--- src/common/obj_pkg.sv ---
// ~~~~~~~~~~~~~~~~~~~~~~~~~~~~~~~~~~~~~~~~~~~~~~~~~~~~~~~~~
// Sprite layer definitions
// ~~~~~~~~~~~~~~~~~~~~~~~~~~~~~~~~~~~~~~~~~~~~~~~~~~~~~~~~~
package obj_pkg;

    // Object table geometry
    localparam int obj_count = 128;
    localparam int obj_words = 8;
    localparam int tbl_aw    = 10;
    localparam int idx_w     = $clog2(obj_words);
    localparam int obj_w     = tbl_aw - idx_w;

    localparam int       line_last = 223;   // Last visible line
    localparam bit [7:0] end_mark  = 8'hf0; // Bottom byte at or above ends the table

    // Word index inside one object entry
    localparam bit [idx_w-1:0] w_pos     = 3'd0; // Bottom, top
    localparam bit [idx_w-1:0] w_xpos    = 3'd1;
    localparam bit [idx_w-1:0] w_pitch   = 3'd2;
    localparam bit [idx_w-1:0] w_offset  = 3'd3; // Flip in bit 15
    localparam bit [idx_w-1:0] w_attr    = 3'd4;
    localparam bit [idx_w-1:0] w_scratch = 3'd7; // Running row offset

    // Fields of the table words
    localparam int x_w       = 9;
    localparam int hflip_bit = 15;
    localparam int pal_lsb   = 8;
    localparam int pal_w     = 6;
    localparam int bank_lsb  = 4;
    localparam int bank_w    = 3;
    localparam int prio_lsb  = 0;
    localparam int prio_w    = 2;

    // Line buffer pixel is prio, palette, colour
    localparam int pix_w = prio_w + pal_w + 4;

    // Sprite ROM word address, bank then offset
    localparam int rom_aw = 18;
    localparam int rom_ow = rom_aw - bank_w;

    typedef enum logic [2:0] {
        st_idle,
        st_head,
        st_xpos,
        st_pitch,
        st_offset,
        st_attr,
        st_scratch,
        st_draw
    } scan_state_t;

endpackage

--- src/obj/obj_scan.sv ---
// ~~~~~~~~~~~~~~~~~~~~~~~~~~~~~~~~~~~~~~~~~~~~~~~~~~~~~~~~~
// Per-line object scanner
// ~~~~~~~~~~~~~~~~~~~~~~~~~~~~~~~~~~~~~~~~~~~~~~~~~~~~~~~~~
`timescale 1ns/1ns

module obj_scan (
    input  logic                       clk,
    input  logic                       rst,
    input  logic                       flip,
    input  logic                       hstart,
    input  logic [8:0]                 vrender,
    // Object table
    output logic [obj_pkg::tbl_aw-1:0] tbl_addr,
    output logic [15:0]                tbl_din,
    output logic                       tbl_we,
    input  logic [15:0]                tbl_dout,
    // Draw command
    output logic                       dr_start,
    input  logic                       dr_busy,
    output logic [obj_pkg::x_w-1:0]    dr_xpos,
    output logic [15:0]                dr_offset,
    output logic [obj_pkg::bank_w-1:0] dr_bank,
    output logic [obj_pkg::prio_w-1:0] dr_prio,
    output logic [obj_pkg::pal_w-1:0]  dr_pal
);
    import obj_pkg::*;

    scan_state_t       st;
    logic [obj_w-1:0]  cur_obj;
    logic [idx_w-1:0]  idx;
    logic              stall;   // Table read for the new object in flight
    logic              first;   // Line equals top
    logic [7:0]        line;
    logic [8:0]        vrf;
    logic              scan_ok;
    logic [7:0]        top;
    logic [7:0]        bottom;
    logic              inzone;
    logic              badobj;
    logic              skip;
    logic              issue;
    logic              last_obj;
    logic [x_w-1:0]    xpos;
    logic [15:0]       pitch;   // Two's complement
    logic [15:0]       offset;
    logic [15:0]       next_offset;
    logic [bank_w-1:0] bank;
    logic [prio_w-1:0] prio;
    logic [pal_w-1:0]  pal;

    assign vrf      = flip ? 9'(line_last) - vrender : vrender;
    assign scan_ok  = vrf <= 9'(line_last);
    assign tbl_addr = {cur_obj, idx};
    assign tbl_din  = offset;

    assign top      = tbl_dout[7:0];
    assign bottom   = tbl_dout[15:8];
    assign inzone   = line >= top && bottom > line;
    assign badobj   = top >= bottom;
    assign last_obj = cur_obj == obj_w'(obj_count - 1);

    assign skip  = st == st_head && !stall && bottom < end_mark && (!inzone || badobj);
    assign issue = st == st_draw && !dr_busy && !hstart;

    // First line starts from word 3, later ones from the scratch word
    assign next_offset = first ? offset : tbl_dout + pitch;

    always_ff @(posedge clk or posedge rst) begin
        if (rst) begin
            st       <= st_idle;
            cur_obj  <= '0;
            idx      <= w_pos;
            stall    <= 1'b0;
            line     <= '0;
            tbl_we   <= 1'b0;
            dr_start <= 1'b0;
        end else begin
            tbl_we   <= 1'b0;
            dr_start <= 1'b0;
            if (hstart && (st == st_idle || st == st_draw)) begin
                // New line, a pending draw wait is dropped
                cur_obj <= '0;
                idx     <= w_pos;
                stall   <= 1'b1;
                line    <= vrf[7:0];
                st      <= scan_ok ? st_head : st_idle;
            end else begin
                case (st)
                    st_head: begin
                        if (stall) begin
                            stall <= 1'b0;
                            idx   <= w_xpos;
                        end else if (bottom >= end_mark) begin
                            st <= st_idle; // End of table
                        end else if (!skip) begin
                            idx <= w_pitch;
                            st  <= st_xpos;
                        end
                    end
                    st_xpos: begin
                        idx <= w_offset;
                        st  <= st_pitch;
                    end
                    st_pitch: begin
                        idx <= w_attr;
                        st  <= st_offset;
                    end
                    st_offset: begin
                        idx <= w_scratch;
                        st  <= st_attr;
                    end
                    st_attr:    st <= st_scratch;
                    st_scratch: begin
                        tbl_we <= 1'b1; // Lands while waiting in st_draw
                        st     <= st_draw;
                    end
                    st_draw:  dr_start <= !dr_busy;
                    default:  st <= st_idle;
                endcase
                if (skip || issue) begin
                    if (last_obj) begin
                        st <= st_idle;
                    end else begin
                        cur_obj <= cur_obj + 1'b1;
                        idx     <= w_pos;
                        stall   <= 1'b1;
                        st      <= st_head;
                    end
                end
            end
        end
    end

    // Object fields and the held command
    always_ff @(posedge clk) begin
        case (st)
            st_head:   first  <= top == line;
            st_xpos:   xpos   <= tbl_dout[x_w-1:0];
            st_pitch:  pitch  <= tbl_dout;
            st_offset: offset <= tbl_dout;
            st_attr: begin
                pal  <= tbl_dout[pal_lsb +: pal_w];
                bank <= tbl_dout[bank_lsb +: bank_w];
                prio <= tbl_dout[prio_lsb +: prio_w];
            end
            st_scratch: offset <= next_offset;
            default: ;
        endcase
        if (issue) begin
            dr_xpos   <= xpos;
            dr_offset <= offset;
            dr_bank   <= bank;
            dr_prio   <= prio;
            dr_pal    <= pal;
        end
    end

endmodule

--- config.mk ---
export PLATFORM = sky130hd
export DESIGN_NAME = obj_scan
export DESIGN_NICKNAME = d
export VERILOG_FILES = /design/src/common/obj_pkg.sv /design/src/obj/obj_scan.sv
export SDC_FILE = /design/constraint.sdc
export NUM_CORES = 1
export LEC_CHECK = 0
export BUFFER_PORTS_ARGS = -buffer_cell sky130_fd_sc_hd__buf_2
export CAP_MARGIN = 20
export CELL_PAD_IN_SITES_DETAIL_PLACEMENT = 2
export CELL_PAD_IN_SITES_GLOBAL_PLACEMENT = 2
export CORE_ASPECT_RATIO = 0.9
export CORE_UTILIZATION = 39
export CTS_BUF_LIST = sky130_fd_sc_hd__clkbuf_8
export DETAILED_ROUTE_END_ITERATION = 16
export GPL_TIMING_DRIVEN = 0
export PLACE_DENSITY_LB_ADDON = 0.15
export SLEW_MARGIN = 30
export SYNTH_ARGS = -nofsm -noshare
export SYNTH_HDL_FRONTEND = slang
export SYNTH_SLANG_ARGS = --single-unit
--- constraint.sdc ---
create_clock -name clk -period 3.2 [get_ports clk]
set_input_delay 0.32 -clock clk [delete_from_list [all_inputs] [get_ports clk]]
set_output_delay 0.32 -clock clk [all_outputs]
set_load 0.02 [all_outputs]
======== Word-level counts from Yosys, hierarchy flattened ========
Cells that the tools add are included.
storage, ports and cells
  bits in registers ....................... 113
  input bits .............................. 30
  output and inout bits ................... 64
  logic and storage cells ................. 91
operators by class
  add/sub/neg operators ................... 3
  magnitude comparators ................... 6
  eq/ne operators ......................... 14
  mux-type cells .......................... 29
  reduce and logical (&&, ||, !) cells .... 20
operators with widths
  operator                                                               number
  3-bit two-way mux                                                      11
  16-bit case mux with 2 select lines                                    1
  7-bit two-way mux                                                      3
  3-bit case mux with 7 select lines                                     1
  16-bit adder                                                           1
  8-bit greater-or-equal comparator                                      2
  16-bit two-way mux                                                     1
  3-bit equality test, second input constant                             4
  3-bit case mux with 4 select lines                                     1
  1-bit two-way mux                                                      10
  9-bit by 8-bit <= comparator with 1-bit output, second input constant  1
  9-bit two-way mux                                                      1
  8-bit by 9-bit subtractor with 9-bit output, first input constant      1
  8-bit equality test                                                    1
  8-bit greater-or-equal comparator, second input constant               1
  8-bit greater-than comparator                                          1
  8-bit < comparator, second input constant                              1
  7-bit by 1-bit adder with 7-bit output, second input constant          1
  7-bit equality test, second input constant                             1
  1-bit logical AND                                                      7
  3-bit by 2-bit equality test with 1-bit output, second input constant  2
  5-bit by 2-bit != test with 1-bit output, second input constant        1
  1-bit logical NOT                                                      4
  4-bit by 2-bit != test with 1-bit output, second input constant        1
  other kinds (9)                                                        13

======== Depth between registers and ports, before layout ========
  depth after elaboration ................. 12
  gate-level depth with buffers ........... 10
  gate-level depth less buffers ........... 10

======== Worst setup path after synthesis ========
Ideal clock, no wire load.
  path type ............................... reg2reg
  from .................................... register st[0]
  to ...................................... register offset[0] (netlist: tbl_din[0]) (enable)
  library setup time ...................... 414 ps
  arrival ................................. 1,888 ps
  required time ........................... 2,786 ps
  slack ................................... 898 ps
  stages on the path, launching flop included .. 3
  path buffers ............................ 1
  clock period less this slack ............ 2,302 ps
  cell sequence ........................... dfrtp_1 -> clkbuf_1 -> a211oi_1
between the ends
  word-level cells in the longest chain between the ends .. 3
  elaborated cells between the ends (all ways) .. 5
  classes of those cells .................. 3 x eq/ne; 2 x reduce/logical
RTL lines
  item                                                           RTL line         source
  start: declaration                                             obj_scan.sv:28   scan_state_t st;
  start signal: assignment                                       obj_scan.sv:70   st <= st_idle;
  start signal: assignment                                       obj_scan.sv:86   st <= scan_ok ? st_head : st_idle;
  start signal: assignment                                       obj_scan.sv:94   st <= st_idle;
  3-bit equality test                                            obj_scan.sv:136  case (st)
  2-bit != test (no line) or 2-bit nonzero test (tied branches)  --
  2-bit AND reduction (no line) (*)                              --
  end signal: assignment                                         obj_scan.sv:140  st_offset: offset <= tbl_dout;
  end signal: assignment                                         obj_scan.sv:146  st_scratch: offset <= next_offset;
  end: declaration                                               obj_scan.sv:45   logic [15:0] offset;
Every way passes the cells marked *; elsewhere a longest branch is shown, timed or not.
A chain may end at the register's enable or synchronous reset.

======== Worst setup path after layout ========
  from .................................... register pitch[0]
  to ...................................... register offset[12] (netlist: tbl_din[12]), data pin
between the ends
  word-level cells in the longest chain between the ends .. 3
RTL lines
  item                                 RTL line         source
  start: declaration                   obj_scan.sv:44   logic [15:0] pitch;
  start signal: assignment             obj_scan.sv:139  st_pitch: pitch <= tbl_dout;
  16-bit adder                         obj_scan.sv:66   assign next_offset = first ? offset : tbl_dout + pitch;
  16-bit two-way mux                   obj_scan.sv:66
  16-bit case mux with 2 select lines  obj_scan.sv:136
Every way passes these cells. The select of a mux whose other input is x is not followed.

==> flow_summary.json <==
{
  "drc": 0,
  "fin_hold_ws_ps": 158,
  "viasPerCell": 5.22,
  "dp_hpwl_um": 11000,
  "die_area_um2": 14600,
  "dp_cells": 731,
  "clockBufferDepth": 2,
  "routed_wl_um": 15000,
  "reg2reg_depth": 10,
  "final_util": 0.490,
  "yosysSeqAreaShare": 0.594,
  "crit_type": "flop to flop",
  "clk_pin_slew_ps": 70,
  "cts_tree": "done",
  "critPathArrivalTime_ps": 2810,
  "crit_path_start_kind": "flop",
  "finClkSkew_ps": 11.2,
  "start_util": 0.406,
  "routedWlPerCell_um": 19.6,
  "detail-route-antenna-nets": 0,
  "yosysTopAreaCell": "edfxtp_1",
  "hp-class": "input port to flop",
  "cap_violations": 0,
  "synth-main-ff-cell": "edfxtp_1",
  "yosysWarningCount": 0,
  "core-area_um2": 13600,
  "synth-edff-count": 89,
  "fin_tns_setup_ps": 0,
  "postCtsSetupBuffers": 0,
  "syn_nets": 519,
  "p_leak_nw": 2.82,
  "drive_gt1_frac": 0.265,
  "area_growth_pct": 20.6,
  "grt_overflow_total": 0,
  "grt_pass1_wl_um": 23700,
  "final_cells": 762,
  "nNetsFinal": 634,
  "worst_pin_slew_ps": 877,
  "cts-htree-levels": 4,
  "pre_cts_slack_ps": 453,
  "finalCritPeriodShare": 0.805,
  "cts_made_buffers": 17,
  "ios": 94,
  "grt_max_degree": 40,
  "hold_viol": 0,
  "netlist_top_cells_area": "edfxtp_1, dfrtp_1, ha_1",
  "synth.distinct_cells": 56,
  "die_h_um": 115,
  "critical_path.max_fanout": 3,
  "max_freq_ghz": 0.388,
  "holdPathStages": 1,
  "gr-usage-all-layers": 0.221,
  "clkLatencyLatePin_ps": 440,
  "period_needed_ps": 2580,
  "status": "complete, no violations",
  "rsz0062_at_grt": "false",
  "diodes": 0,
  "synthArstFlopShare": 0.212,
  "io_buffers": 93,
  "drt-initial-drc-count": 188,
  "grt_pass1_vias": 4300,
  "num_rows": 40,
  "setup_viol": 0,
  "ys_seq_elements": 113,
  "layout_setup_ws_ps": 624,
  "clock-sinks": 113,
  "synth_area_um2": 5510,
  "antenna_found_initial": 0,
  "powerDensity_nw_per_um2": 818,
  "gp_congestion": 0.774,
  "relSlewSlack": 0.410,
  "avgSynthCellArea_um2": 12.3,
  "cts_root_buffer": "clkbuf_8",
  "yosys.area.top_type_share": 0.485,
  "fp.dieW_um": 127,
  "peakVddDrop_mv": 0.370,
  "drtPass1Iterations": 4,
  "cp.required_ps": 3430,
  "synth_cells": 447,
  "num_vias": 3980,
  "drv_slew": 0,
  "cp-end-kind": "flop"
}
==> synth_stat cells (all sizes together), types with 5 or more instances <==
library cell,number
nand3,9
a211oi,7
xor2,14
buf,5
nor2,32
edfxtp,89
o21a,5
ha,41
nand4,9
nand2,35
o21ai,30
a21oi,29
mux2i,6
nand2b,7
xnor2,5
dfrtp,24
inv,36
and3,5
clkbuf,6
==> registers in the layout, indices dropped and copies added, names as in the netlist <==
signal     cells
dr_offset     16
cur_obj        7
st             3
dr_bank        3
dr_prio        2
dr_xpos        9
dr_start       1
first          1
pitch         16
xpos           9
bank           3
prio           2
stall          1
idx            3
pal            6
tbl_din       16
tbl_we         1
dr_pal         6
line           8
==> critical path, cell delays in order (launching register included) <==
cell and delay [ps]:
edfxtp_1 330, ha_1 170, inv_1 60, fa_1 400
nor2b_1 170, o21a_1 190, o21ai_2 90, a21oi_1 340
o21bai_1 150, and3_1 200, o31ai_1 270
==> metal layers <==
metal	wire length, um	up-vias	GRT usage
met4	258	0	0.0873
met1	6600	2012	0.266
li1	-	1866	-
met2	7590	86	0.393
met3	504	16	0.0416
met5	0	-	0
==> final cells by class <==
| cell class | count | area (um2) |
|---|---|---|
| plain buffers | 11 | 47.5 |
| clock buffers | 17 | 234 |
| clock inverters | 13 | 149 |
| fillers | 1355 | 6920 |
| inverters | 37 | 140 |
| multi-input cells | 286 | 2060 |
| flip-flops and latches | 113 | 3270 |
| well taps | 189 | 236 |
| repair buffers | 96 | 498 |
==> stage by stage <==
| step | cell area [um2] | power, mW |
|---|---|---|
| 4_1_cts | 6640 | 5.49 |
| 2_1_floorplan | 5510 | 3.41 |
| 3_3_place_gp | 6210 | 3.94 |
| 6_report | 6640 | 5.43 |
| 5_1_grt | 6640 | 5.74 |
| 3_5_place_dp | 6250 | 4.11 |
==> power breakdown <==
part	switching (mW)	total, mW	internal (mW)	leakage (nW)
Combinational	1.24	1.88	0.643	1.53
Clock	0.591	1.34	0.747	0.187
Sequential	0.191	2.21	2.02	1.11
==> cell families after synthesis <==
kind of cell | share of synthesized area
XOR/XNOR | 0.0302
flip-flops | 0.594
adder cells (fa/ha/maj) | 0.0968
buffers and inverters | 0.0341
AND/OR/NAND/NOR | 0.102
AO/OA/AOI/OAI | 0.126
multiplexers | 0.0170
==> what timing repair did <==
action                    CTS  global route
resized for setup           0             0
hold endpoints to repair   24             0
hold buffers                1             0
==> path summary, 6_finish.rpt <==
kind | from | to | slack (ps)
min in group asynchronous | rst | cur_obj[6] | 490
max reg2reg | pitch[0] | tbl_din[12] | 620
max | pitch[0] | tbl_din[12] | 620
min | tbl_dout[15] | pitch[15] | 160
max in group asynchronous | rst | line[3] | 2340
min reg2reg | bank[2] | dr_bank[2] | 420
==> layout by cell type (no fill, tap or decap), types with 6 or more instances in the layout <==
cell      count
inv_1        35
nand2b_1      7
nand4_1       9
nand3_1       9
clkbuf_8     17
clkbuf_1      6
buf_2        98
o21ai_1       7
o21ai_0      21
a21oi_1      28
edfxtp_1     89
nand2_1      35
dfrtp_1      24
ha_1         41
xor2_1       14
mux2i_1       6
nor2_1       30
Power figures use the tool's default switching activity.
