$ cat src/common/obj_pkg.sv
// ~~~~~~~~~~~~~~~~~~~~~~~~~~~~~~~~~~~~~~~~~~~~~~~~~~~~~~~~~
// Sprite layer definitions
// ~~~~~~~~~~~~~~~~~~~~~~~~~~~~~~~~~~~~~~~~~~~~~~~~~~~~~~~~~
package obj_pkg;

    // Object table geometry
    localparam int obj_count = 128;
    localparam int obj_words = 8;
    localparam int tbl_aw    = 10;
    localparam int idx_w     = $clog2(obj_words);
    localparam int obj_w     = tbl_aw - idx_w;

    localparam int       line_last = 223;   // Last visible line
    localparam bit [7:0] end_mark  = 8'hf0; // Bottom byte at or above ends the table

    // Word index inside one object entry
    localparam bit [idx_w-1:0] w_pos     = 3'd0; // Bottom, top
    localparam bit [idx_w-1:0] w_xpos    = 3'd1;
    localparam bit [idx_w-1:0] w_pitch   = 3'd2;
    localparam bit [idx_w-1:0] w_offset  = 3'd3; // Flip in bit 15
    localparam bit [idx_w-1:0] w_attr    = 3'd4;
    localparam bit [idx_w-1:0] w_scratch = 3'd7; // Running row offset

    // Fields of the table words
    localparam int x_w       = 9;
    localparam int hflip_bit = 15;
    localparam int pal_lsb   = 8;
    localparam int pal_w     = 6;
    localparam int bank_lsb  = 4;
    localparam int bank_w    = 3;
    localparam int prio_lsb  = 0;
    localparam int prio_w    = 2;

    // Line buffer pixel is prio, palette, colour
    localparam int pix_w = prio_w + pal_w + 4;

    // Sprite ROM word address, bank then offset
    localparam int rom_aw = 18;
    localparam int rom_ow = rom_aw - bank_w;

    typedef enum logic [2:0] {
        st_idle,
        st_head,
        st_xpos,
        st_pitch,
        st_offset,
        st_attr,
        st_scratch,
        st_draw
    } scan_state_t;

endpackage

$ cat src/obj/obj_draw.sv
// ~~~~~~~~~~~~~~~~~~~~~~~~~~~~~~~~~~~~~~~~~~~~~~~~~~~~~~~~~
// Sprite draw engine
// ~~~~~~~~~~~~~~~~~~~~~~~~~~~~~~~~~~~~~~~~~~~~~~~~~~~~~~~~~
`timescale 1ns/1ns

module obj_draw (
    input  logic                       clk,
    input  logic                       rst,
    input  logic                       dr_start,
    output logic                       dr_busy,
    input  logic [obj_pkg::x_w-1:0]    dr_xpos,
    input  logic [15:0]                dr_offset,
    input  logic [obj_pkg::bank_w-1:0] dr_bank,
    input  logic [obj_pkg::prio_w-1:0] dr_prio,
    input  logic [obj_pkg::pal_w-1:0]  dr_pal,
    output logic [obj_pkg::rom_aw-1:0] rom_addr,
    input  logic [15:0]                rom_data,
    output logic                       buf_we,
    output logic [obj_pkg::x_w-1:0]    buf_x,
    output logic [obj_pkg::pix_w-1:0]  buf_pix
);
    import obj_pkg::*;

    typedef enum logic [1:0] {
        d_idle,
        d_fetch,
        d_pix
    } draw_state_t;

    draw_state_t       st;
    logic              first;      // ROM data valid this cycle only
    logic [15:0]       word;
    logic [15:0]       cur_word;
    logic [3:0]        pend;
    logic [3:0]        pend_cur;
    logic [3:0]        pend_left;
    logic [3:0]        opaque;
    logic [3:0]        nib [4];    // In drawing order
    logic              hit_end;
    logic [1:0]        sel;
    logic              sel_ok;
    logic              word_done;
    logic [rom_ow-1:0] addr;
    logic              hflip;
    logic [x_w-1:0]    xbase;
    logic [bank_w-1:0] bank;
    logic [prio_w-1:0] prio;
    logic [pal_w-1:0]  pal;

    assign dr_busy   = st != d_idle;
    assign rom_addr  = {bank, addr};
    assign word_done = pend_left == 4'd0;

    always_comb begin
        cur_word = first ? rom_data : word;
        hit_end  = 1'b0;
        for (int i = 0; i < 4; i++) begin
            nib[i] = hflip ? cur_word[i*4 +: 4] : cur_word[(3-i)*4 +: 4];
            if (nib[i] == 4'hf) hit_end = 1'b1;
            opaque[i] = !hit_end && nib[i] != 4'h0; // Nothing after an end mark
        end
        pend_cur = first ? opaque : pend;
        sel      = 2'd0;
        sel_ok   = 1'b0;
        for (int i = 3; i >= 0; i--) begin
            if (pend_cur[i]) begin
                sel    = 2'(i);
                sel_ok = 1'b1;
            end
        end
        pend_left = pend_cur & ~(4'b0001 << sel);
    end

    always_ff @(posedge clk or posedge rst) begin
        if (rst) begin
            st     <= d_idle;
            first  <= 1'b0;
            pend   <= '0;
            buf_we <= 1'b0;
        end else begin
            buf_we <= st == d_pix && sel_ok;
            case (st)
                d_idle:  if (dr_start) st <= d_fetch;
                d_fetch: begin
                    first <= 1'b1;
                    st    <= d_pix;
                end
                d_pix: begin
                    first <= 1'b0;
                    pend  <= pend_left;
                    if (word_done) st <= hit_end ? d_idle : d_fetch;
                end
                default: st <= d_idle;
            endcase
        end
    end

    always_ff @(posedge clk) begin
        if (st == d_idle && dr_start) begin
            addr  <= dr_offset[rom_ow-1:0];
            hflip <= dr_offset[hflip_bit];
            xbase <= dr_xpos;
            bank  <= dr_bank;
            prio  <= dr_prio;
            pal   <= dr_pal;
        end
        if (st == d_pix) begin
            if (first) word <= rom_data;
            if (word_done && !hit_end) begin
                addr  <= hflip ? addr - 1'b1 : addr + 1'b1;
                xbase <= xbase + x_w'(4); // Wraps at 512
            end
        end
        buf_x   <= xbase + x_w'(sel);
        buf_pix <= {prio, pal, nib[sel]};
    end

endmodule

$ cat config.mk
export PLATFORM = sky130hd
export DESIGN_NAME = obj_draw
export DESIGN_NICKNAME = d
export VERILOG_FILES = /design/src/common/obj_pkg.sv /design/src/obj/obj_draw.sv
export SDC_FILE = /design/constraint.sdc
export NUM_CORES = 1
export LEC_CHECK = 0
export BUFFER_PORTS_ARGS = -buffer_cell sky130_fd_sc_hd__buf_2
export CAP_MARGIN = 20
export CORE_UTILIZATION = 59
export DETAILED_ROUTE_END_ITERATION = 7
export PLACE_DENSITY = 0.94
export RECOVER_POWER = 100
export SLEW_MARGIN = 20
export SYNTH_ARGS = -nofsm -noshare
export SYNTH_HDL_FRONTEND = slang
export SYNTH_SLANG_ARGS = --single-unit
$ cat constraint.sdc
create_clock -name clk -period 5.26 [get_ports clk]
set_clock_uncertainty 0.1 [all_clocks]
set_input_delay 0.526 -clock clk [delete_from_list [all_inputs] [get_ports clk]]
set_output_delay 0.526 -clock clk [all_outputs]
set_load 0.02 [all_outputs]
After elaboration in Yosys (flattened, before gate mapping)

Cells that the tools add are included.

Bits of input ports: 55
Register bits: 81

Reductions and logical operators: 20
Muxes and demuxes: 33
Eq/ne operators: 8
Add/subtract/negate cells: 4
Order comparisons: 1
Shifts and indexed selects: 1
Bitwise gates (word level): 3

Operator list:

| kind                                                                  | number |
|---|---|
| 15-bit 2-to-1 mux                                                     | 4 |
| 4-bit 2-to-1 mux                                                      | 7 |
| 9-bit 2-to-1 mux                                                      | 3 |
| 4-bit == test (second input constant)                                 | 4 |
| 16-bit 2-to-1 mux                                                     | 1 |
| 4-bit nonzero test                                                    | 4 |
| 15-bit by 1-bit adder with 15-bit output (second input constant)      | 1 |
| 15-bit by 1-bit subtractor with 15-bit output (second input constant) | 1 |
| 2-bit 2-to-1 mux                                                      | 6 |
| 9-bit by 2-bit adder with 9-bit output                                | 1 |
| 9-bit by 3-bit adder with 9-bit output (second input constant)        | 1 |
| 1-bit 2-to-1 mux                                                      | 9 |
| 4-bit binary-select mux with 2-bit select                             | 1 |
| 1-bit logical AND                                                     | 7 |
| 2-bit one-hot mux with 3 select lines                                 | 1 |
| 4-bit bitwise AND                                                     | 1 |
| 1-bit logical NOT                                                     | 4 |
| 4-bit logical NOT                                                     | 1 |
| 2-bit != test (second input constant)                                 | 2 |
| 4-bit inverter                                                        | 1 |
| 2-bit nonzero test                                                    | 2 |
| 1-bit by 2-bit left shift with 4-bit output (first input constant)    | 1 |
| 3-bit >= comparator (second input constant)                           | 1 |
| 2-bit inverter with 3-bit output                                      | 1 |
| 5 further kinds                                                       | 5 |

Depth between registers and ports, before layout

Gate-level depths: netlist of run 1.

Depth after elaboration: 21
Gate-level depth with buffers: 13

Least setup slack after synthesis of run 1

OpenSTA, ideal clock, no wires.

Path type: register to register
From: register hflip
To: register buf_x[2] in the netlist's numbering
Path slack: 1638 ps
Path buffers: 2
Arrival: 3396 ps
Required time: 5034 ps
Setup time: 126 ps
Cell stages (with the launch flop): 12
Cells stage by stage: edfxtp_1 buf_2 buf_2 mux4_2 o41a_1 a32oi_1 inv_1 o21ai_1 inv_1 ha_1 fa_1 xor2_1

Cells in the longest elaborated chain, start to end: 14
Elaborated cells between the ends (all ways): 30

RTL lines:

| item                                       | RTL line        | source |
|---|---|---|
| from (decl)                                | obj_draw.sv:44  | `logic hflip;` |
| from (signal assigned)                     | obj_draw.sv:101 | `hflip <= dr_offset[hflip_bit];` |
| 4-bit 2-to-1 mux                           | obj_draw.sv:58  | `nib[i] = hflip ? cur_word[i*4 +: 4] : cur_word[(3-i)*4 +: 4];` |
| 4-bit == test                              | obj_draw.sv:59  | `if (nib[i] == 4'hf) hit_end = 1'b1;` |
| 1-bit 2-to-1 mux (4 in series)             | obj_draw.sv:59  |  |
| 1-bit logical NOT                          | obj_draw.sv:60  | `opaque[i] = !hit_end && nib[i] != 4'h0;` |
| 1-bit logical AND                          | obj_draw.sv:60  |  |
| 4-bit 2-to-1 mux (*)                       | obj_draw.sv:62  | `pend_cur = first ? opaque : pend;` |
| 2-bit 2-to-1 mux (3 in series)             | obj_draw.sv:66  | `if (pend_cur[i]) begin` |
| 2-bit 2-to-1 mux (*)                       | obj_draw.sv:66  |  |
| 9-bit by 2-bit adder with 9-bit output (*) | obj_draw.sv:114 | `buf_x <= xbase + x_w'(sel);` |
| to (signal assigned)                       | obj_draw.sv:114 |  |
| to (decl)                                  | obj_draw.sv:19  | `output logic [obj_pkg::x_w-1:0] buf_x,` |

Every way passes the cells marked *; elsewhere a longest branch is shown, timed or not.
A chain may end at the register's enable or synchronous reset.

Final worst setup path of run 1

From: register first
To: register addr[14]

Cells in the longest elaborated chain, start to end: 21
Elaborated cells between the ends (all ways): 37

RTL lines:

| item                                        | RTL line                        | source |
|---|---|---|
| from (decl)                                 | obj_draw.sv:31                  | `logic first;` |
| from (signal assigned)                      | obj_draw.sv:77                  | `first <= 1'b0;` |
| from (signal assigned)                      | obj_draw.sv:85                  | `first <= 1'b1;` |
| from (signal assigned)                      | obj_draw.sv:89                  | `first <= 1'b0;` |
| 16-bit 2-to-1 mux                           | n/a                             |  |
| 4-bit 2-to-1 mux                            | obj_draw.sv:58                  |  |
| 4-bit == test                               | obj_draw.sv:59                  |  |
| 1-bit 2-to-1 mux (4 in series)              | obj_draw.sv:59                  |  |
| 1-bit logical NOT                           | obj_draw.sv:60, obj_draw.sv:109 |  |
| 1-bit logical AND                           | obj_draw.sv:60                  |  |
| 4-bit 2-to-1 mux                            | obj_draw.sv:62                  |  |
| 2-bit 2-to-1 mux (4 in series)              | obj_draw.sv:66                  |  |
| 1-bit by 2-bit left shift with 4-bit output | obj_draw.sv:71                  | `pend_left = pend_cur & ~(4'b0001 << sel);` |
| 4-bit inverter                              | obj_draw.sv:71                  |  |
| 4-bit bitwise AND                           | obj_draw.sv:71                  |  |
| 4-bit logical NOT                           | obj_draw.sv:52                  | `assign word_done = pend_left == 4'd0;` |
| 1-bit logical AND (*)                       | obj_draw.sv:109                 | `if (word_done && !hit_end) begin` |
| 15-bit 2-to-1 mux (*)                       | obj_draw.sv:109                 |  |
| 15-bit 2-to-1 mux (*)                       | obj_draw.sv:107                 | `if (st == d_pix) begin` |
| to (signal assigned)                        | obj_draw.sv:100                 | `addr <= dr_offset[rom_ow-1:0];` |
| to (signal assigned)                        | obj_draw.sv:110                 | `addr <= hflip ? addr - 1'b1 : addr + 1'b1;` |
| to (decl)                                   | obj_draw.sv:43                  | `logic [rom_ow-1:0] addr;` |

Marks and branches as above.

==> impl_results.md, run 1 <==
* Clock transition at the registers of the reported paths at 0.08 ns
* Total of flip-flops plus latches after synthesis at 81
* Setup crit start kind: flip-flop
* Number of cells in the design after placement at 566
* Leakage at 2.08 nW
* TritonRoute pass-1 iters at 4
* Unique cell type count in the Yosys netlist at 57
* Area growth, synth to finish at 15.1%
* Fill cell instance count of the final layout at 512
* Area share of xor/xnor cells in the synthesized design at 3.44%
* Switching fraction of total power at 43.4%
* Avg Inst Size Synth at 11.2 sq um
* Initial antenna violation count at 0
* Number of H-tree levels at 3
* Number of enable flip-flop cells after synthesis at 30
* Count of cells along the worst register-to-register path at 11
* Final Instance Count excl. Fillers at 582
* Area of the mapped netlist at 4330 sq um
* Synth Net Count at 465
* Failing checks: negative hold slack
* Type of the worst setup path: reg2reg
* Setup violations, final at 0
* Top flip-flop cell by instance count after synthesis: sky130_fd_sc_hd__dfxtp_1
* NetSw at 1.34 mW
* Share of cell area taken by muxes after synthesis at 16.4%
* Simple-gate portion of the synthesized area at 10.9%
* Post-DR wirelength/cell at 16.6 um
* Fmax at 225 MHz
* Die footprint at 7690 sq um
* Data arrival time at the worst-slack endpoint at 4.60 ns
* Post-route cell area at 4990 sq um
* Post-CTS Resized at 0
* Port bufs at 95
* Pwr Total at 3.10 mW
* Int Pwr at 1.75 mW
* Share of power burned in the clock network at 13.4%
* Overall Global Routing Usage at 26.8%
* Outcome: complete, but fails checks
* Number of nets in the layout at 558
* Post-detailed-route DRC marker count at 0
* Post-detailed-placement half-perimeter wirelength at 7190 um
* Share of the clock period used by the worst path after layout at 84.6%
* Setup WS post-layout at 0.809 ns
* Area share of the largest cell type after synthesis at 20.8%
* Number of global-route vias before repair at 3276
* IR drop worst, VDD at 368 uV
* Endpoint type of the worst setup path: flip-flop
* Number of buffers inserted to repair setup after CTS at 0
* Power density of the placed cells at 621 nW/um^2
* Register-to-register path setup slack at 0.81 ns
* Main combinational cell family by area after synthesis: multiplexers
* Biggest area consumer among synthesized cells: sky130_fd_sc_hd__edfxtp_1
* Ports at 96
* Post-Place Cell Area at 4880 sq um
* Area share of fa/ha/maj cells after synthesis at 6.70%
* Standard-cell rows at 30
* Final Max Tran Viols at 0
* First-pass GRT wire length at 15400 um
* Portion of total power attributed to sequential cells at 35.5%
* Minimum period implied by the final worst setup slack at 4.45 ns
* Max-slew headroom at 28.5%
* Fraction of registers with async set or reset after synthesis at 9.88%
* CTS tree: yes
* Number of buffers inserted for hold repair after clock tree synthesis at 0
* Core region area at 6940 sq um
* Number of violations reported at the end of detailed-routing iteration 0 at 249
* Core utilization of the finished layout at 71.8%
* Setup WS pre-CTS at 1.18 ns
* Worst-Margin Slew at 1.07 ns
* Max-cap violation count at 0
* Final weighted congestion of routability-driven global placement at 0.903
* Setup repair after global routing missed its margin: no
* Number of vias per cell after detailed routing at 5.96
* Maximum buffer depth of the clock tree at 2
* Worst EP required at 5.41 ns
* Worst Hold Margin at -0.000523 ns
* Synthesized-area fraction occupied by ao, oa, aoi and oai cells at 13.6%
* Clk sinks at 81
* Later-pin clock latency in the skew report at 0.36 ns
* Class of the worst hold path: in2async
* Setup TNS at 0 ns
* Antenna fix cells at 0
* Hold violation total from the final report at 4
* Maximum number of pins on one net before global-route repair at 35
* Sequential area share after synthesis at 45.3%
* Total number of vias at 3467
* Warnings from Yosys at 0
* Synth area leaders: sky130_fd_sc_hd__edfxtp_1 21%, sky130_fd_sc_hd__dfxtp_1 20%, sky130_fd_sc_hd__mux4_2 7.3%
* Die extent in y at 87.7 um
* Residual antenna-violating net count after detailed routing at 0
* Horizontal extent of the die at 87.7 um
* Grt total ovfl at 0
* Part of the power in combinational logic at 51.1%
* Final wirelength at 9680 um
* Starting density of the core at 62.4%
* CTS root buf: sky130_fd_sc_hd__clkbuf_8
* Total CTS buffers at 9
* Cells after Synth at 388
* Fraction of final layout cells with drive strength greater than 1 at 22.6%
* Largest fanout on the critical path at 34
==> power groups by stage <==
stage	Sequential, mW	Clock (mW)	Combinational (mW)
after floorplan	1.22	0	1.08
after global placement	1.09	0	1.53
after detailed placement	1.10	0	1.61
after CTS	1.09	0.422	1.62
after global routing	1.13	0.450	1.74
final	1.10	0.415	1.58
==> worst max-delay path: stages (launching register included) <==
cell                      delay, ns
sky130_fd_sc_hd__dfrtp_1       0.56
sky130_fd_sc_hd__buf_12        0.28
sky130_fd_sc_hd__mux4_2        0.57
sky130_fd_sc_hd__o41a_1        0.45
sky130_fd_sc_hd__a32oi_1       0.36
sky130_fd_sc_hd__nand2_1       0.28
sky130_fd_sc_hd__or2_0         0.35
sky130_fd_sc_hd__a21oi_4       0.36
sky130_fd_sc_hd__inv_1         0.31
sky130_fd_sc_hd__nand2_1       0.28
sky130_fd_sc_hd__o31ai_1       0.14
sky130_fd_sc_hd__a221o_1       0.31
==> synthesized netlist by cell type (3+ instances only) <==
master / instances
sky130_fd_sc_hd__nor2_1: 19
sky130_fd_sc_hd__and3_1: 7
sky130_fd_sc_hd__xor2_1: 6
sky130_fd_sc_hd__a21oi_1: 25
sky130_fd_sc_hd__mux4_2: 14
sky130_fd_sc_hd__a21o_1: 4
sky130_fd_sc_hd__mux2i_1: 14
sky130_fd_sc_hd__nand4_1: 5
sky130_fd_sc_hd__mux2_2: 18
sky130_fd_sc_hd__a31oi_1: 4
sky130_fd_sc_hd__a311oi_1: 5
sky130_fd_sc_hd__dfrtp_1: 8
sky130_fd_sc_hd__a22oi_1: 4
sky130_fd_sc_hd__o31a_1: 3
sky130_fd_sc_hd__nand2_1: 34
sky130_fd_sc_hd__nand2b_1: 5
sky130_fd_sc_hd__nand3_1: 8
sky130_fd_sc_hd__dfxtp_1: 43
sky130_fd_sc_hd__o21ai_0: 18
sky130_fd_sc_hd__buf_2: 7
sky130_fd_sc_hd__nor2b_1: 4
sky130_fd_sc_hd__ha_1: 20
sky130_fd_sc_hd__edfxtp_1: 30
sky130_fd_sc_hd__inv_1: 19
sky130_fd_sc_hd__xnor2_1: 11
sky130_fd_sc_hd__clkbuf_1: 5
sky130_fd_sc_hd__o22ai_1: 7
==> flip-flops by register name, summed over array words and instances (netlist names) <==
| name | flops |
|---|---|
| bank | 3 |
| addr | 15 |
| word | 16 |
| pend | 4 |
| pal | 6 |
| buf_pix | 12 |
| st | 2 |
| prio | 2 |
| buf_x | 9 |
| hflip | 1 |
| buf_we | 1 |
| first | 1 |
| xbase | 9 |
==> metal layers <==
layer  part of all wire, %  track usage, %
met2                    50            45.0
met4                   3.3            11.0
met1                    40            33.0
met5                     0               0
met3                   6.7            6.60
==> worst paths after layout <==
path / from / to
max in group asynchronous: rst / st[0]
setup / recovery: first / addr[14]
setup reg to reg: first / addr[14]
min in group clk: dr_bank[1] / bank[1]
hold reg to reg: pal[2] / buf_pix[6]
hold / removal: rst / pend[0]
==> kinds of logic (layout without fill, tap and decap cells) <==
group           Yosys count  in the layout
xor+xnor                 17             17
compound gates           88             88
mux                      48             48
buf+inv                  36            134
fa+ha+maj                22             22
simple gates             96             96
flops                    81             81
==> placed cells by master, fill, tap and decap left out, types with 11 or more instances in the layout <==
master / count
sky130_fd_sc_hd__ha_1: 20
sky130_fd_sc_hd__clkbuf_1: 42
sky130_fd_sc_hd__inv_1: 20
sky130_fd_sc_hd__mux2i_1: 14
sky130_fd_sc_hd__edfxtp_1: 30
sky130_fd_sc_hd__nand2_1: 37
sky130_fd_sc_hd__buf_2: 54
sky130_fd_sc_hd__mux4_2: 14
sky130_fd_sc_hd__o21ai_0: 19
sky130_fd_sc_hd__xnor2_1: 11
sky130_fd_sc_hd__nor2_1: 19
sky130_fd_sc_hd__dfxtp_1: 43
sky130_fd_sc_hd__mux2_2: 17
sky130_fd_sc_hd__a21oi_1: 25
==> area by class of cell <==
type	count	area (sq um)	area share, %
timing repair buffer	98	459	9.21
clock inverter	6	48.8	0.978
inverter	20	75.1	1.51
sequential	81	1960	39.3
tap	96	120	2.41
clock buffer	10	128	2.56
multi-input combinational	271	2190	44.0
Power figures use the tool's default switching activity.
==> run 2, diff against run 1 <==
Settings changed: CORE_UTILIZATION 59 to 49, PLACE_DENSITY 0.94 to 0.84.
Clock period 5.26 ns to 4 ns, I/O delays scaled along.
==> run 2 against run 1 <==
Net effect:
- the flow now finishes without violations
- utilization decreased by 11 points
- die area increased by 20%
- maximum frequency is 18% higher
- critical path type unchanged
- largest cell class unchanged
- highest routed layer unchanged
==> impl_results.md, run 2 (synthesis results as in run 1) <==
* Routed wl met2 at 4850 um (was 4830 um)
* Minimum period implied by the final worst setup slack at 3.79 ns (was 4.45 ns)
* Largest fanout on the critical path at 18 (was 34)
* Die extent in y at 96.1 um (was 87.7 um)
* Total CTS buffers at 9 (unchanged)
* Largest reg by FF count: word (unchanged)
* Die footprint at 9230 sq um (was 7690 sq um)
* Area growth, synth to finish at 17.0% (was 15.1%)
* Horizontal extent of the die at 96.1 um (was 87.7 um)
* Later-pin clock latency in the skew report at 0.36 ns (about the same)
* CTS tree: yes (unchanged)
* Met3 wire length at 494 um (was 650 um)
* Final Max Tran Viols at 0 (unchanged)
* Ports at 96 (unchanged)
* Worst-Margin Slew at 1.33 ns (was 1.07 ns)
* Initial antenna violation count at 0 (unchanged)
* Maximum number of pins on one net before global-route repair at 41 (was 35)
* Hold violation total from the final report at 0 (was 4)
* Highest-count cells in the layout ignoring fill and taps: 53 x sky130_fd_sc_hd__buf_2, 45 x sky130_fd_sc_hd__clkbuf_1, 43 x sky130_fd_sc_hd__dfxtp_1, 35 x sky130_fd_sc_hd__nand2_1, 30 x sky130_fd_sc_hd__edfxtp_1 (was 54 x sky130_fd_sc_hd__buf_2, 43 x sky130_fd_sc_hd__dfxtp_1, 42 x sky130_fd_sc_hd__clkbuf_1, 37 x sky130_fd_sc_hd__nand2_1, 30 x sky130_fd_sc_hd__edfxtp_1)
* CTS root buf: sky130_fd_sc_hd__clkbuf_8 (unchanged)
* Setup repair after global routing missed its margin: no (unchanged)
* Slowest stage cell on the critical path: sky130_fd_sc_hd__edfxtp_1 (was sky130_fd_sc_hd__mux4_2)
* Setup TNS at 0 ns (unchanged)
* Share of the clock period used by the worst path after layout at 94.7% (was 84.6%)
* Antenna fix cells at 0 (unchanged)
* Leakage at 2.12 nW (was 2.08 nW)
* Post-detailed-route DRC marker count at 0 (unchanged)
* Type of the worst setup path: reg2reg (unchanged)
* Fmax at 264 MHz (was 225 MHz)
* Clock transition at the registers of the reported paths at 0.09 ns (was 0.08 ns)
* First-pass GRT wire length at 15300 um (was 15400 um)
* Number of H-tree levels at 3 (unchanged)
* Overall Global Routing Usage at 21.9% (was 26.8%)
* Starting density of the core at 51.7% (was 62.4%)
* Port bufs at 95 (unchanged)
* Leading registers by flop count: word: 16 flops, addr: 15 flops, buf_pix: 12 flops (unchanged)
* Clk sinks at 81 (unchanged)
* Worst EP required at 4.15 ns (was 5.41 ns)
* Leading cell type in the layout, fill and taps excluded: sky130_fd_sc_hd__buf_2 (unchanged)
* TritonRoute pass-1 iters at 4 (unchanged)
* Residual antenna-violating net count after detailed routing at 0 (unchanged)
* Max-slew headroom at 11.6% (was 28.5%)
* Post-DR wirelength/cell at 16.1 um (was 16.6 um)
* Setup WS post-layout at 0.214 ns (was 0.809 ns)
* Number of vias per cell after detailed routing at 5.69 (was 5.96)
* Number of buffer and inverter stages on the critical path at 2 (unchanged)
* Setup violations, final at 0 (unchanged)
* Number of global-route vias before repair at 3235 (was 3276)
* IR drop worst, VDD at 437 uV (was 368 uV)
* Standard-cell rows at 33 (was 30)
* Post-CTS Resized at 0 (unchanged)
* Power density of the placed cells at 818 nW/um^2 (was 621 nW/um^2)
* Setup crit start kind: flip-flop (unchanged)
* Family with the most delay on the worst path: compound AO/OA/AOI/OAI gates (unchanged)
* CP peak stage delay at 0.78 ns (was 0.57 ns)
* Grt total ovfl at 0 (unchanged)
* Final wirelength at 9570 um (was 9680 um)
* Outcome: completed (was complete, but fails checks)
* Number of nets in the layout at 563 (was 558)
* Number of violations reported at the end of detailed-routing iteration 0 at 196 (was 249)
* Setup WS pre-CTS at 0.397 ns (was 1.18 ns)
* Fraction of final layout cells with drive strength greater than 1 at 23.4% (was 22.6%)
* Final weighted congestion of routability-driven global placement at 0.874 (was 0.903)
* Top metal layer carrying routed signals: met4 (unchanged)
* Core region area at 8380 sq um (was 6940 sq um)
* Class of the worst hold path: in2reg (was in2async)
* Data arrival time at the worst-slack endpoint at 3.94 ns (was 4.60 ns)
* Detailed-routing wirelength on met1 at 4010 um (was 3890 um)
* Post-detailed-placement half-perimeter wirelength at 6890 um (was 7190 um)
* Max-cap violation count at 0 (unchanged)
* Maximum buffer depth of the clock tree at 2 (unchanged)
* Max reg flops at 16 (unchanged)
* Endpoint type of the worst setup path: flip-flop (unchanged)
* Worst-path cell chain: mux4_2 > o41ai_1 > o22ai_1 > nor2b_1 > o21ai_1 > clkbuf_1 > inv_1 > ha_1 > fa_1 > xor2_1 (was buf_12 > mux4_2 > o41a_1 > a32oi_1 > nand2_1 > or2_0 > a21oi_4 > inv_1 > nand2_1 > o31ai_1 > a221o_1)
* Total number of vias at 3389 (was 3467)
==> run 2: cell count changes in the layout (fill, tap and decap cells not counted), moves of 2 or more <==
| cell | change |
|---|---|
| sky130_fd_sc_hd__clkbuf_1 | +3 |
| sky130_fd_sc_hd__clkinv_4 | +3 |
| sky130_fd_sc_hd__clkinvlp_4 | -3 |
| sky130_fd_sc_hd__nand2_1 | -2 |
==> run 2: routing by layer <==
metal	vias to the layer above	GRT usage [%]
li1	1646	-
met1	1588	26.7
met2	135	37.5
met3	20	3.00
met4	0	11.6
met5	-	0
==> run 2: repair_timing <==
| action | in CTS | in global routing |
|---|---|---|
| hold endpoints to repair | 8 | 0 |
| buffers inserted | 0 | 0 |
| hold buffers | 1 | 0 |
==> run 2: layout make-up <==
class | count | area, sq um
well taps | 105 | 131
repair buffers | 103 | 487
multi-input cells | 271 | 2200
inverters | 20 | 75.1
clock inverters | 6 | 73.8
fillers | 681 | 3310
clock buffers | 10 | 138
flip-flops and latches | 81 | 1960
==> run 2: power breakdown <==
group	switching [mW]	internal (mW)	leakage, nW	total (mW)
combinational	1.22	0.868	1.27	2.08
sequential	0.221	1.21	0.743	1.43
clock	0.321	0.313	0.107	0.634
total	1.76	2.39	2.12	4.15
==> run 2: worst paths after layout <==
check                                  end  slack, ns  startpoint  cells past startpoint
worst max-delay path              buf_x[2]       0.21       hflip                     10
worst min-delay path                pal[4]       0.11   dr_pal[4]                      1
worst max register to register    buf_x[2]       0.21       hflip                     10
worst min register to register  buf_pix[9]       0.25      pal[5]                      0
max in group asynchronous            st[1]       3.13         rst                      3
min in group asynchronous           buf_we       0.43         rst                      3
==> run 2: per-stage QoR <==
step / total power, mW / hold slack, ns / cell area [sq um] / std cells / utilization, %
2_1_floorplan: 3.02 / 0.116 / 4330 / 388 / -
3_3_place_gp: 3.46 / 0.223 / 4920 / 579 / 58.7
3_5_place_dp: 3.56 / 0.227 / 4920 / 579 / 58.7
4_1_cts: 4.20 / 0.0955 / 5140 / 596 / 61.3
5_1_grt: 4.44 / 0.0933 / 5070 / 596 / 60.5
6_report: 4.15 / 0.106 / 5070 / 596 / 60.5
==> run 2: worst reg2reg max path, stage by stage, from the launching register on <==
cell and delay [ns]:
sky130_fd_sc_hd__edfxtp_1 0.78, sky130_fd_sc_hd__mux4_2 0.46, sky130_fd_sc_hd__o41ai_1 0.48, sky130_fd_sc_hd__o22ai_1 0.23
sky130_fd_sc_hd__nor2b_1 0.24, sky130_fd_sc_hd__o21ai_1 0.14, sky130_fd_sc_hd__clkbuf_1 0.33, sky130_fd_sc_hd__inv_1 0.09
sky130_fd_sc_hd__ha_1 0.21, sky130_fd_sc_hd__fa_1 0.45, sky130_fd_sc_hd__xor2_1 0.18
==> run 3, diff against run 2 <==
Settings changed: SETUP_SLACK_MARGIN set to 0.3.
==> run 3 against run 2 <==
Net effect:
- power increased by 1.3%
- utilization is 0.57 points higher
- largest cell class unchanged
- sequential share of layout area down 0.33 points
- clock-buffer cell count did not move
- worst setup slack improved by 0.14 ns
- combinational power is 3% higher
- global-route usage did not move
==> impl_results.md, run 3 (synthesis results as in run 1) <==
* Outcome: completed (unchanged)
* Worst EP required at 4.16 ns (was 4.15 ns)
* Core region area at 8380 sq um (unchanged)
* Switching fraction of total power at 42.6% (was 42.4%)
* Final weighted congestion of routability-driven global placement at 0.874 (unchanged)
* Leading cell type in the layout, fill and taps excluded: sky130_fd_sc_hd__buf_2 (unchanged)
* Setup repair after global routing missed its margin: no (unchanged)
* Port bufs at 95 (unchanged)
* Max-cap violation count at 0 (unchanged)
* Residual antenna-violating net count after detailed routing at 0 (unchanged)
* Maximum number of pins on one net before global-route repair at 41 (unchanged)
* Share of the clock period used by the worst path after layout at 91.2% (was 94.7%)
* Post-Place Cell Area at 4920 sq um (unchanged)
* Largest fanout on the critical path at 20 (was 18)
* Number of H-tree levels at 3 (unchanged)
* Worst Hold Margin at 0.107 ns (was 0.106 ns)
* Setup TNS at 0 ns (unchanged)
* First-pass GRT wire length at 15300 um (unchanged)
* Total number of vias at 3508 (was 3389)
* CTS root buf: sky130_fd_sc_hd__clkbuf_8 (unchanged)
* Standard-cell rows at 33 (unchanged)
* Type of the worst setup path: reg2reg (unchanged)
* Starting density of the core at 51.7% (unchanged)
* Leading registers by flop count: word: 16 flops, addr: 15 flops, buf_pix: 12 flops (unchanged)
* IR drop worst, VDD at 445 uV (was 437 uV)
* TritonRoute pass-1 iters at 5 (was 4)
* Endpoint type of the worst setup path: flip-flop (unchanged)
* Leakage at 2.14 nW (was 2.12 nW)
* Class of the worst hold path: in2reg (unchanged)
* Setup violations, final at 0 (unchanged)
* Post-detailed-route DRC marker count at 0 (unchanged)
* Fill cell instance count of the final layout at 663 (was 681)
* CTS tree: yes (unchanged)
* Post-detailed-placement half-perimeter wirelength at 6890 um (unchanged)
* Minimum period implied by the final worst setup slack at 3.65 ns (was 3.79 ns)
* Number of vias per cell after detailed routing at 5.87 (was 5.69)
* NetSw at 1.79 mW (was 1.76 mW)
* Data arrival time at the worst-slack endpoint at 3.81 ns (was 3.94 ns)
* Power density of the placed cells at 821 nW/um^2 (was 818 nW/um^2)
* Highest-count cells in the layout ignoring fill and taps: 53 x sky130_fd_sc_hd__buf_2, 44 x sky130_fd_sc_hd__clkbuf_1, 43 x sky130_fd_sc_hd__dfxtp_1, 35 x sky130_fd_sc_hd__nand2_1, 30 x sky130_fd_sc_hd__edfxtp_1 (was 53 x sky130_fd_sc_hd__buf_2, 45 x sky130_fd_sc_hd__clkbuf_1, 43 x sky130_fd_sc_hd__dfxtp_1, 35 x sky130_fd_sc_hd__nand2_1, 30 x sky130_fd_sc_hd__edfxtp_1)
* Antenna fix cells at 0 (unchanged)
* Number of global-route vias before repair at 3235 (unchanged)
* Worst-path cell chain: buf_12 > mux4_2 > or4_4 > a31oi_4 > nand2_1 > or2_0 > a21oi_4 > inv_2 > nand2_4 > o31ai_1 > a221o_1 (was mux4_2 > o41ai_1 > o22ai_1 > nor2b_1 > o21ai_1 > clkbuf_1 > inv_1 > ha_1 > fa_1 > xor2_1)
* Post-route cell area at 5120 sq um (was 5070 sq um)
* Later-pin clock latency in the skew report at 0.36 ns (about the same)
* Post-DR wirelength/cell at 17.1 um (was 16.1 um)
* Die footprint at 9230 sq um (unchanged)
* Number of nets in the layout at 565 (was 563)
* Int Pwr at 2.41 mW (was 2.39 mW)
* Fraction of final layout cells with drive strength greater than 1 at 24.7% (was 23.4%)
* Final wirelength at 10200 um (was 9570 um)
* Overall Global Routing Usage at 21.9% (unchanged)
* Worst-Margin Slew at 1.32 ns (was 1.33 ns)
* Portion of total power attributed to sequential cells at 34.0% (was 34.5%)
* Part of the power in combinational logic at 50.9% (was 50.2%)
* Ports at 96 (unchanged)
* Maximum buffer depth of the clock tree at 2 (unchanged)
* Number of violations reported at the end of detailed-routing iteration 0 at 266 (was 196)
* Setup crit start kind: flip-flop (unchanged)
* Horizontal extent of the die at 96.1 um (unchanged)
* Max reg flops at 16 (unchanged)
* Pwr Total at 4.20 mW (was 4.15 mW)
* Final Max Tran Viols at 0 (unchanged)
* Clock transition at the registers of the reported paths at 0.09 ns (about the same)
* Slowest stage cell on the critical path: sky130_fd_sc_hd__mux4_2 (was sky130_fd_sc_hd__edfxtp_1)
* Largest reg by FF count: word (unchanged)
* CP peak stage delay at 0.57 ns (was 0.78 ns)
* Max-slew headroom at 11.8% (was 11.6%)
* Die extent in y at 96.1 um (unchanged)
* Hold violation total from the final report at 0 (unchanged)
* Fmax at 274 MHz (was 264 MHz)
* Total CTS buffers at 9 (unchanged)
* Share of power burned in the clock network at 15.1% (was 15.3%)
* Grt total ovfl at 0 (unchanged)
* Initial antenna violation count at 0 (unchanged)
* Clk sinks at 81 (unchanged)
* Area growth, synth to finish at 18.1% (was 17.0%)
==> run 3: area by class of cell <==
cell class	count	area [sq um]	area share, %
clock inverters	6	73.8	1.44
inverters	20	75.1	1.47
repair buffers	105	522	10.2
flip-flops and latches	81	1960	38.4
clock buffers	10	138	2.69
well taps	105	131	2.57
multi-input cells	271	2220	43.3
==> run 3: critical path, delay by kind of cell (launching register included) <==
kind / cells / cell delay, ns
simple gates: 4 / 1.30
compound gates: 4 / 0.81
flops: 1 / 0.41
mux: 1 / 0.57
buf+inv: 2 / 0.36
==> run 3: worst paths after layout <==
kind	from	endpoint	slack, ns	cells past startpoint
min in group asynchronous	rst	buf_we	0.42	3
worst max register to register	first	addr[14]	0.35	11
worst max-delay path	first	addr[14]	0.35	11
max in group asynchronous	rst	first	3.11	3
worst min register to register	pal[5]	buf_pix[9]	0.25	0
worst min-delay path	dr_pal[4]	pal[4]	0.11	1
==> run 3: power by group through the flow <==
stage / clock network (mW) / registers (mW) / logic, mW
global route: 0.673 / 1.46 / 2.35
detailed placement: 0 / 1.43 / 2.12
floorplan: 0 / 1.60 / 1.41
finish: 0.634 / 1.43 / 2.14
global placement: 0 / 1.42 / 2.04
CTS: 0.644 / 1.42 / 2.14
==> run 3: repair_timing <==
action,in CTS,in global routing
endpoints found under the hold margin,8,0
setup buffers,0,1
gates resized for setup,0,6
setup endpoints to repair,0,14
hold buffers,1,0
==> run 3: per-layer routing <==
metal  part of all wire, %  vias to the layer above  GRT usage [%]
li1                      -                     1647              -
met1                    40                     1665           26.7
met2                    50                      162           37.5
met3                   6.4                       34           3.00
met4                   3.5                        0           11.6
met5                     0                        -              0
==> run 3: metrics by stage <==
step | utilization, % | instances | worst slack [ns]
6_report | 61.1 | 598 | 0.351
3_3_place_gp | 58.7 | 579 | 0.533
5_1_grt | 61.1 | 598 | 0.173
2_1_floorplan | - | 388 | 0.378
3_5_place_dp | 58.7 | 579 | 0.397
4_1_cts | 61.3 | 596 | 0.377
